## src/hdl/cpuIsaPkg.sv

```systemverilog
// Decoder select codes
package cpuIsaPkg;

	// ALU operation, opPass hands flags over to the shifter
	typedef enum logic [2:0] {
		opAdd,
		opSub,
		opAnd,
		opOrr,
		opEor,
		opMvn,
		opPass
	} aluOp_e;

	// Barrel shifter mode
	typedef enum logic [1:0] {
		shLsl,
		shLsr,
		shAsr,
		shRor
	} shiftDir_e;

	// Register write-back source
	typedef enum logic [1:0] {
		wrShift,
		wrAlu,
		wrImm,
		wrMem
	} wrSel_e;

	// Next-PC source
	typedef enum logic [1:0] {
		brNext,
		brCond,
		brUncond
	} brSel_e;

	// ALU operand B source
	typedef enum logic [1:0] {
		opbReg,
		opbImm3,
		opbImm5Word
	} opBSel_e;

endpackage

```

## src/hdl/cpuTypesPkg.sv

```systemverilog
// Datapath word and field types
package cpuTypesPkg;

	// 32-bit register and memory word
	typedef logic [31:0] word_t;

	// 16-bit Thumb instruction
	typedef logic [15:0] instr_t;

	// Program counter, counts halfword instructions
	typedef logic [15:0] pc_t;

	// Low register number, r0 to r7
	typedef logic [2:0] regAddr_t;

	// Condition flags, N Z C V from the top bit down
	typedef logic [3:0] flags_t;

	// Bit positions inside flags_t
	localparam int flagN = 3;
	localparam int flagZ = 2;
	localparam int flagC = 1;
	localparam int flagV = 0;

endpackage
```

## src/hdl/cpuControl.sv

```systemverilog
// Thumb instruction decoder
`timescale 1ns/1ps
module cpuControl import cpuTypesPkg::*, cpuIsaPkg::*; (
	input instr_t instr,
	input flags_t flags,
	output logic regWe,
	output logic memWe,
	output logic memRe,
	output flags_t flagMask,
	output aluOp_e aluOp,
	output shiftDir_e shiftDir,
	output opBSel_e opBSel,
	output wrSel_e wrSel,
	output brSel_e brSel
);

	logic [9:0] opcode;
	logic condPass;

	assign opcode = instr[15:6];

	// Condition code of the Bcond format
	always_comb begin
		case (instr[11:8])
			4'h0: condPass = flags[flagZ];
			4'h1: condPass = !flags[flagZ];
			4'h2: condPass = flags[flagC];
			4'h3: condPass = !flags[flagC];
			4'h4: condPass = flags[flagN];
			4'h5: condPass = !flags[flagN];
			4'h6: condPass = flags[flagV];
			4'h7: condPass = !flags[flagV];
			4'h8: condPass = flags[flagC] && !flags[flagZ];
			4'h9: condPass = !flags[flagC] || flags[flagZ];
			4'hA: condPass = flags[flagN] == flags[flagV];
			4'hB: condPass = flags[flagN] != flags[flagV];
			4'hC: condPass = !flags[flagZ] && (flags[flagN] == flags[flagV]);
			4'hD: condPass = flags[flagZ] || (flags[flagN] != flags[flagV]);
			4'hE: condPass = 1'b1;
			// SVC encoding is not supported
			default: condPass = 1'b0;
		endcase
	end

	always_comb begin
		// Anything not listed below behaves as a no-op
		regWe = 1'b0;
		memWe = 1'b0;
		memRe = 1'b0;
		flagMask = 4'b0000;
		aluOp = opPass;
		shiftDir = shLsl;
		opBSel = opbReg;
		wrSel = wrAlu;
		brSel = brNext;

		casez (opcode)
			// MOVS Rd, #imm8
			10'b00100_?????: begin
				regWe = 1'b1;
				flagMask = 4'b1100;
				wrSel = wrImm;
			end
			// ADDS and SUBS, register and imm3 forms
			10'b0001100_???, 10'b0001101_???, 10'b0001110_???, 10'b0001111_???: begin
				regWe = 1'b1;
				flagMask = 4'b1111;
				aluOp = opcode[3] ? opSub : opAdd;
				opBSel = opcode[4] ? opbImm3 : opbReg;
			end
			// CMP Rn, Rm
			10'b0100001010: begin
				flagMask = 4'b1111;
				aluOp = opSub;
			end
			10'b0100000000, 10'b0100000001, 10'b0100001100, 10'b0100001111: begin
				regWe = 1'b1;
				flagMask = 4'b1100;
				case (opcode[3:0])
					4'b0000: aluOp = opAnd;
					4'b0001: aluOp = opEor;
					4'b1100: aluOp = opOrr;
					default: aluOp = opMvn;
				endcase
			end
			// Shifts by register
			10'b0100000010, 10'b0100000011, 10'b0100000100, 10'b0100000111: begin
				regWe = 1'b1;
				flagMask = 4'b1100;
				wrSel = wrShift;
				case (opcode[2:0])
					3'b010: shiftDir = shLsl;
					3'b011: shiftDir = shLsr;
					3'b100: shiftDir = shAsr;
					default: shiftDir = shRor;
				endcase
			end
			// STR Rt, [Rn, #imm5]
			10'b01100_?????: begin
				memWe = 1'b1;
				aluOp = opAdd;
				opBSel = opbImm5Word;
			end
			// LDR Rt, [Rn, #imm5]
			10'b01101_?????: begin
				regWe = 1'b1;
				memRe = 1'b1;
				aluOp = opAdd;
				opBSel = opbImm5Word;
				wrSel = wrMem;
			end
			10'b1101_??????: brSel = condPass ? brCond : brNext;
			10'b11100_?????: brSel = brUncond;
			// NOOP keeps the defaults
			10'b1011111100: ;
			default: ;
		endcase
	end

endmodule

```

## config.mk

```make
export PLATFORM = sky130hd
export DESIGN_NAME = cpuControl
export DESIGN_NICKNAME = d
export VERILOG_FILES = /design/src/hdl/cpuIsaPkg.sv /design/src/hdl/cpuTypesPkg.sv /design/src/hdl/cpuControl.sv
export SDC_FILE = /design/constraint.sdc
export NUM_CORES = 1
export LEC_CHECK = 0
export BUFFER_PORTS_ARGS = -buffer_cell sky130_fd_sc_hd__clkbuf_2
export CORE_AREA = 4 4 41 43
export DETAILED_ROUTE_END_ITERATION = 8
export DIE_AREA = 0 0 45 47
export PLACE_DENSITY_LB_ADDON = 0.25
export SLEW_MARGIN = 15
export SYNTH_ARGS = -nofsm -noshare
export SYNTH_HDL_FRONTEND = slang
export SYNTH_SLANG_ARGS = --single-unit
```

## constraint.sdc

```tcl
create_clock -name vclk -period 1.5
set_input_delay 0.15 -clock vclk [all_inputs]
set_output_delay 0.15 -clock vclk [all_outputs]
set_load 0.005 [all_outputs]
```

# Word level (Yosys, flattened, before mapping)
# Index checks and enable logic that the tools add are counted.
[totals] ff_bits=0 input_bits=20 out_inout_bits=18 wordCells=71
[op_classes] eq_ne=39 mux=15 reduce_logical=17
[ops] operator="10-bit by 9-bit equality test with 1-bit output, second input constant" n=9
[ops] operator="4-bit equality test, second input constant" n=9
[ops] operator="7-bit by 4-bit equality test with 1-bit output, second input constant" n=4
[ops] operator="4-bit by 3-bit equality test with 1-bit output, second input constant" n=4
[ops] operator="1-bit one-hot mux with 15 select lines" n=1
[ops] operator="14-bit OR reduction" n=1
[ops] operator="2-bit one-hot mux with 3 select lines" n=2
[ops] operator="3-bit one-hot mux with 4 select lines" n=1
[ops] operator="4-bit OR reduction" n=3
[ops] operator="5-bit by 4-bit equality test with 1-bit output, second input constant" n=2
[ops] operator="3-bit one-hot mux with 3 select lines" n=1
[ops] operator="9-bit OR reduction" n=1
[ops] operator="4-bit by 1-bit equality test with 1-bit output, second input constant" n=2
[ops] operator="4-bit by 2-bit equality test with 1-bit output, second input constant" n=2
[ops] operator="4-bit logical NOT" n=2
[ops] operator="2-bit one-hot mux with 2 select lines" n=2
[ops] operator="4-bit one-hot mux with 2 select lines" n=1
[ops] operator="3-bit by 2-bit equality test with 1-bit output, second input constant" n=2
[ops] operator="1-bit 2-to-1 mux" n=6
[ops] operator="5-bit by 3-bit equality test with 1-bit output, second input constant" n=1
[ops] operator="5-bit equality test, second input constant" n=1
[ops] operator="5-bit OR reduction" n=1
[ops] operator="1-bit logical NOT" n=4
[ops] operator="3-bit equality test, second input constant" n=1
[ops] operator="6 further kinds" n=8

# Depth between registers and ports, before layout
# Gate-level depths: netlist (run 1).
[depth] word_depth=5 mapped_depth=7 mapped_depth_nobuf=5

# Worst setup path before layout (run 1)
# No wires, ideal clock.
[synth_timing] path_kind="in2out" startpoint="input instr[10]" endpoint="output flagMask[1]" t_arrival_ns=1.291 t_required_ns=1.350 setup_slack_ns=0.059 stages=5 path_buffers=2 cell_sequence="buf_6 > nor4b_4 > nand2_2 > o41ai_1 > buf_4"
[synth_via] elab_chain_len=3 elab_cells_between_ends=16
[synth_rtl] element="start: declaration" line="cpuControl.sv:4" text="input instr_t instr,"
[synth_rtl] element="10-bit by 9-bit equality test with 1-bit output or 7-bit by 4-bit equality test with 1-bit output (tied branches)" line="cpuControl.sv:57" text="casez (opcode)"
[synth_rtl] element="9-bit OR reduction (no source line) or 5-bit OR reduction (tied branches)"
[synth_rtl] element="4-bit one-hot mux with 2 select lines (*)" line="cpuControl.sv:57"
[synth_rtl] element="end: declaration" line="cpuControl.sv:9" text="output flags_t flagMask,"
# Mark *: on every way between the ends. The rest lies on a longest branch, timed or not.

# Worst setup path in the final report (run 1)
[layout_timing] startpoint="input instr[10]" endpoint="output flagMask[0]"
# The elaborated chain is that of the path after synthesis.

==> flow_summary.toml, run 1 <==
[power]
irDropWorstVdd_mv = 0.120
total_leakage_power_nw = 0.421
pwr-share-comb_pct = 100.0
power.internal_mw = 0.0936
clock_power_share_pct = 0
p_switching_mw = 0.0868
power_density_nw_per_um2 = 220
power_frac_seq_pct = 0
switching_share_pct = 48.1

[final_layout]
fillerInstances = 120
multiInputGateArea_um2 = 444
final_common_cell = "clkbuf_2"
fin_nets = 140
area_delta_synth_final_pct = 74.0
final_cell_mix = "clkbuf_2 (24), buf_4 (21), nand2_1 (6)"
final_cells = 133
flops_and_latches = 0
utilization_pct = 63.1
clkbuf_count = 0
num_antenna_cells = 0
drive_gt1_share_pct = 50.8
regArea_um2 = 0

[timing]
period_minus_slack_ns = 1.52
holdWs_ns = 0.651
max_clock_freq_mhz = 658
worst_slack_ns = -0.0201
setup_viol = 3
hold_viol_final = 0
fin_tns_setup_ns = -0.0463
drv_slew = 0
finalCritPeriodShare_pct = 101
max-slew-margin-rel_pct = 74.5
worst_pin_slew_ns = 0.377
rsz0062_at_grt = "yes"

[global_route]
grt_pass1_wl_um = 2190
grt.overflow.total = 0
grt_max_degree = 11
grt_use_total_pct = 12.9
antenna_found_initial = 0
grt_pass1_vias = 543

[critical_path]
path_max_fanout = 4
crit_required_ns = 1.35
crit_type = "in -> out"
crit_start = "instr[10]"
cp.arrival_ns = 1.37
end_kind = "primary output"
crit_path_start_kind = "primary input"

[worst_hold_path]
min_to = "shiftDir[0]"
holdCritPathClass = "in -> out"
holdPathStages = 4
hold_start = "instr[7]"

[job]
cap_violations = 0

[synth]
synth_warnings = 0
avgSynthCellArea_um2 = 6.46
yosysTopAreaCell = "xnor2_1"
syn_area_um2 = 472
synth.distinct_cells = 37
postSynthCellCount = 73
netlist.area_leader.share_pct = 7.43
yosys-top-cells-area = "xnor2_1 (7.4%), nor3_1 (5.3%), nor4b_4 (5.0%)"
synthesis.nets = 93
yosysSeqAreaShare_pct = 0

[routing]
drc_errors = 0
wl_per_cell_um = 11.5
wirelength_um = 1530
vias = 693
vias_per_cell = 5.21
ant_nets = 0
drt-pass1-iter-count = 4
drt_iter0_markers = 3

[floorplanning]
boundaryPins = 38
rows = 13
start_util_pct = 36.2
die_w_um = 45
core_area_um2 = 1300
die_y_um = 47
dieArea_um2 = 2120

[placed_design]
dp_cells = 128
dp_slack_ns = -0.0459
port-buffer-count = 32
dpl.hpwl_um = 1150
gp_congestion = 0.816

[status]
status = "complete, but fails checks"
failed_checks = "negative setup slack"
-- critical path, stage by stage --
cell      delay [ns]
buf_8           0.10
nor4b_4         0.29
nand2_2         0.11
buf_4           0.15
o41ai_1         0.39
clkbuf_2        0.19
-- stage by stage --
stage	cell area [um2]	power, mW
floorplan	472	0.0891
global placement	722	0.160
detailed placement	722	0.162
CTS	746	0.166
global route	821	0.198
finish	821	0.180
-- Yosys cell counts (3+ instances only) --
master / instances
nor4_1: 3
buf_2: 3
a21oi_1: 4
nor2_1: 4
nor3_1: 5
xnor2_1: 4
o21ai_0: 3
nor2b_1: 3
inv_1: 4
nand2_1: 6
-- power groups by stage --
stage	registers, mW	logic (mW)	clock network [mW]
4_1_cts	0	0.166	0
3_3_place_gp	0	0.160	0
2_1_floorplan	0	0.0891	0
5_1_grt	0	0.198	0
3_5_place_dp	0	0.162	0
6_report	0	0.180	0
-- routing by layer --
metal | vias to the layer above | share of wire [%] | GRT usage, %
met5 | - | 0 | 0
met4 | 0 | 0 | 0
met3 | 0 | 5.0 | 0
met2 | 15 | 53 | 23.7
met1 | 321 | 42 | 18.0
li1 | 357 | - | -
-- how the worst max path moves through the flow --
stage / to / slack [ns]
after detailed placement: aluOp[1] / -0.05
after global routing: aluOp[1] / -0.11
after global placement: aluOp[1] / -0.02
after floorplan: flagMask[1] / 0.06
final: flagMask[0] / -0.02
after CTS: aluOp[1] / -0.03
-- timing repair --
item,4_1_cts,5_1_grt
pin swaps,2,4
hold buffers,0,0
gates resized for setup,2,19
endpoints found under the setup margin,3,10
setup buffers,2,3
-- final cells by class --
cell class / count / share of cell area, %
repair buffers: 53 / 41.8
multi-input cells: 61 / 54.1
inverters: 4 / 1.83
well taps: 15 / 2.29
-- kinds of logic (layout without fill, tap and decap cells) --
logic type,Yosys count,count (layout),synth area share (%)
AND/OR/NAND/NOR,37,37,49.9
AO/OA/AOI/OAI,17,17,23.3
buffers and inverters,12,57,13.5
XOR/XNOR,6,6,11.1
multiplexers,1,1,2.12
No activity file was read; power rests on OpenSTA's default activity.
==> inputs of run 2 (changes only) <==
--- a/config.mk
+++ b/config.mk
@@ -6,9 +6,9 @@
 export NUM_CORES = 1
 export LEC_CHECK = 0
 export BUFFER_PORTS_ARGS = -buffer_cell sky130_fd_sc_hd__clkbuf_2
-export CORE_AREA = 4 4 41 43
+export CORE_AREA = 5 5 42 44
 export DETAILED_ROUTE_END_ITERATION = 8
-export DIE_AREA = 0 0 45 47
+export DIE_AREA = 0 0 47 49
 export PLACE_DENSITY_LB_ADDON = 0.25
 export SLEW_MARGIN = 15
 export SYNTH_ARGS = -nofsm -noshare
==> flow_summary.toml, run 2 (same netlist as run 1, synthesis figures left out) <==
[global_route]
grt_max_degree = 11
grt.overflow.total = 0
grt_pass1_wl_um = 2290
grt_use_total_pct = 12.1
antenna_found_initial = 0
grt_pass1_vias = 537

[placed_design]
dpl.hpwl_um = 1180
dp_slack_ns = -0.0251
gp_congestion = 0.806
port-buffer-count = 32

[floorplanning]
start_util_pct = 33.7
core_area_um2 = 1400
die_y_um = 49
boundaryPins = 38
die_w_um = 47
dieArea_um2 = 2300
rows = 14

[timing]
hold_viol_final = 0
holdWs_ns = 0.623
period_minus_slack_ns = 1.49
fin_tns_setup_ns = 0
setup_viol = 0
worst_slack_ns = 0.0114
max_clock_freq_mhz = 672
drv_slew = 0
worst_pin_slew_ns = 0.349
rsz0062_at_grt = "yes"
finalCritPeriodShare_pct = 99.2
max-slew-margin-rel_pct = 76.5

[final_layout]
fin_nets = 137
regArea_um2 = 0
utilization_pct = 53.6
num_antenna_cells = 0
final_common_cell = "clkbuf_2"
drive_gt1_share_pct = 47.0
final_cell_mix = "clkbuf_2 (31), buf_4 (18), nand2_1 (6)"
area_delta_synth_final_pct = 59.2
flops_and_latches = 0
fillerInstances = 161
clkbuf_count = 0

[routing]
wl_per_cell_um = 11.2
ant_nets = 0
vias_per_cell = 5.33
drt-pass1-iter-count = 4
vias = 698
drc_errors = 0
drt_iter0_markers = 22
wirelength_um = 1460

[power]
total_leakage_power_nw = 0.396
power_density_nw_per_um2 = 225
irDropWorstVdd_mv = 0.0996

[critical_path]
slowest_stage = "or4_1"
cp.arrival_ns = 1.34
crit_required_ns = 1.35
end_kind = "primary output"
crit_type = "in -> out"
crit_path_start_kind = "primary input"
path_max_fanout = 5
crit_chain = "clkbuf_2 -> nor4b_4 -> nand2_2 -> or4_1 -> o21ai_1 -> buf_2"
slowest_delay_ns = 0.47

[worst_hold_path]
holdPathStages = 4
holdCritPathClass = "in -> out"
hold_start = "instr[7]"
min_to = "shiftDir[0]"

[status]
status = "finished, final reports clean"

[clock_tree]
cts_hold_buf = 0

[job]
cap_violations = 0
run 2: cell count changes in the layout (fill, tap and decap cells not counted), sizes merged:
| cell | change |
|---|---|
| clkbuf | +6 |
| buf | -9 |
run 2: layer usage:
| layer | wire length (um) | vias up | GRT usage [%] | share of wire [%] |
|---|---|---|---|---|
| met5 | 0 | - | 0 | 0 |
| met1 | 630 | 319 | 18.5 | 43 |
| met4 | 0 | 0 | 0 | 0 |
| met3 | 94 | 0 | 0 | 6.4 |
| li1 | - | 357 | - | - |
| met2 | 736 | 22 | 19.7 | 50 |
run 2: layout make-up:
class / count / area, um2 / area share [%]
tap: 16 / 20.0 / 2.67
timing repair buffer: 50 / 295 / 39.3
inverter: 4 / 15.0 / 2.00
multi-input combinational: 61 / 420 / 56.0
run 2: critical path: cells and delay by family:
kind	cells	cell delay (ns)
and+or+nand+nor	3	0.87
AOI/OAI and AO/OA	1	0.09
buffers and inverters	2	0.22
run 2: where the power goes:
group | total (mW) | internal, mW | switching, mW | leakage (nW)
combinational | 0.169 | 0.0869 | 0.0823 | 0.396
sequential | 0 | 0 | 0 | 0
clock | 0 | 0 | 0 | 0
total | 0.169 | 0.0869 | 0.0823 | 0.396
run 2: worst max path at each step:
stage,slack (ns),depth (start not counted),to,from
after floorplan,0.06,5,flagMask[1],instr[10]
after global placement,-0.02,6,aluOp[1],instr[10]
after detailed placement,-0.03,6,aluOp[1],instr[10]
after CTS,-0.01,6,aluOp[1],instr[10]
after global routing,-0.06,6,aluOp[1],instr[10]
final,0.01,6,aluOp[1],instr[10]
run 2: timing repair:
action                     in CTS  in global routing
resized for setup               1                  4
setup endpoints to repair       1                  7
pin swaps                       1                  0
buffers inserted                1                  0
run 2: metrics by stage:
stage               cells  cell area, um2  power (mW)
floorplan              73             472      0.0891
global placement      130             731       0.161
detailed placement    130             731       0.163
CTS                   131             738       0.164
global route          131             751       0.187
finish                131             751       0.169
==> inputs of run 3 (changes only) <==
==> constraint.sdc (replaced) <==
create_clock -name vclk -period 1.5
set_input_delay 0.3 -clock vclk [all_inputs]
set_output_delay 0.3 -clock vclk [all_outputs]
set_load 0.005 [all_outputs]
==> flow_summary.toml, run 3 (same netlist as run 1, synthesis figures left out) <==
[status]
status = "complete, but fails checks"
failed_checks = "negative setup slack"

[floorplanning]
die_y_um = 49
start_util_pct = 33.7
boundaryPins = 38
dieArea_um2 = 2300
core_area_um2 = 1400
die_w_um = 47
rows = 14

[global_route]
grt_pass1_wl_um = 2970
grt.overflow.total = 0
grt_use_total_pct = 15.7
grt_max_degree = 13
grt_pass1_vias = 686
antenna_found_initial = 0

[timing]
rsz0062_at_grt = "yes"
period_minus_slack_ns = 1.77
setup_viol = 14
holdWs_ns = 0.992
max-slew-margin-rel_pct = 82.1
worst_pin_slew_ns = 0.266
max_clock_freq_mhz = 566
finalCritPeriodShare_pct = 118
worst_slack_ns = -0.267
drv_slew = 0
hold_viol_final = 0

[routing]
wirelength_um = 1900
ant_nets = 0
wl_per_cell_um = 13.6
drc_errors = 0
drt_iter0_markers = 4
vias_per_cell = 5.21
vias = 724
drt-pass1-iter-count = 4

[final_layout]
regArea_um2 = 0
final_cell_mix = "buf_4 (22), clkbuf_2 (19), buf_2 (8)"
clkbuf_count = 0
utilization_pct = 71.0
fillerInstances = 114
num_antenna_cells = 0
area_delta_synth_final_pct = 111
drive_gt1_share_pct = 65.0
flops_and_latches = 0
multiInputGateArea_um2 = 562
fin_nets = 145
final_common_cell = "buf_4"

[job]
cap_violations = 0

[critical_path]
crit_type = "in -> out"
crit_end = "aluOp[1]"
path_max_fanout = 3
crit_start = "instr[15]"
crit_required_ns = 1.20
end_kind = "primary output"
crit_path_start_kind = "primary input"
cp.arrival_ns = 1.47

[worst_hold_path]
holdCritPathClass = "in -> out"

[power]
power_frac_seq_pct = 0
power_mw = 0.229
pwr-share-comb_pct = 100.0
switching_share_pct = 48.3
total_leakage_power_nw = 0.518
p_switching_mw = 0.110
power.internal_mw = 0.118
irDropWorstVdd_mv = 0.152
clock_power_share_pct = 0
power_density_nw_per_um2 = 230

[placed_design]
dpl.hpwl_um = 1280
port-buffer-count = 32
gp_congestion = 0.856
-- run 3: repair_timing --
| action | in CTS | in global routing |
|---|---|---|
| gates cloned | 0 | 0 |
| setup endpoints to repair | 16 | 16 |
| pin swaps | 6 | 6 |
| setup buffers | 1 | 3 |
| hold buffers | 0 | 0 |
| gates resized for setup | 19 | 27 |
-- run 3: area by class of cell --
class,count,area share (%)
Multi-Input combinational cell,61,56.5
Timing Repair Buffer,58,40.0
Tap cell,16,2.01
Inverter,4,1.51
-- run 3: worst min path at each step --
stage | start | end | slack, ns | depth (start not counted)
floorplan | instr[12] | opBSel[1] | 0.66 | 1
global placement | instr[14] | brSel[0] | 0.95 | 4
detailed placement | instr[14] | brSel[0] | 0.95 | 4
CTS | instr[14] | brSel[0] | 0.98 | 4
global route | instr[14] | brSel[0] | 1.01 | 4
finish | instr[14] | brSel[0] | 0.99 | 4
-- run 3: layer usage --
layer	GRT usage, %	wire length (um)	vias up
met5	0	0	-
met4	0	0	0
met3	0.369	96	0
met2	26.7	990	19
met1	22.8	810	333
li1	-	-	372
-- run 3: critical path, stage by stage --
cell	delay, ns
buf_8	0.10
nor4b_4	0.28
nand2_2	0.11
or4_1	0.48
o21ai_1	0.08
buf_2	0.12
-- run 3: metrics by stage --
stage | TNS [ns] | worst slack, ns | cell area, um2 | instances
detailed placement | -2.71 | -0.297 | 791 | 136
CTS | -2.27 | -0.305 | 900 | 137
global route | -3.01 | -0.342 | 995 | 139
floorplan | -0.432 | -0.151 | 498 | 73
finish | -1.95 | -0.267 | 995 | 139
global placement | -2.46 | -0.268 | 791 | 136
-- run 3: power by group through the flow --
stage	Combinational [mW]	Sequential [mW]	Clock, mW
3_5_place_dp	0.179	0	0
3_3_place_gp	0.176	0	0
5_1_grt	0.249	0	0
2_1_floorplan	0.0955	0	0
4_1_cts	0.208	0	0
6_report	0.229	0	0
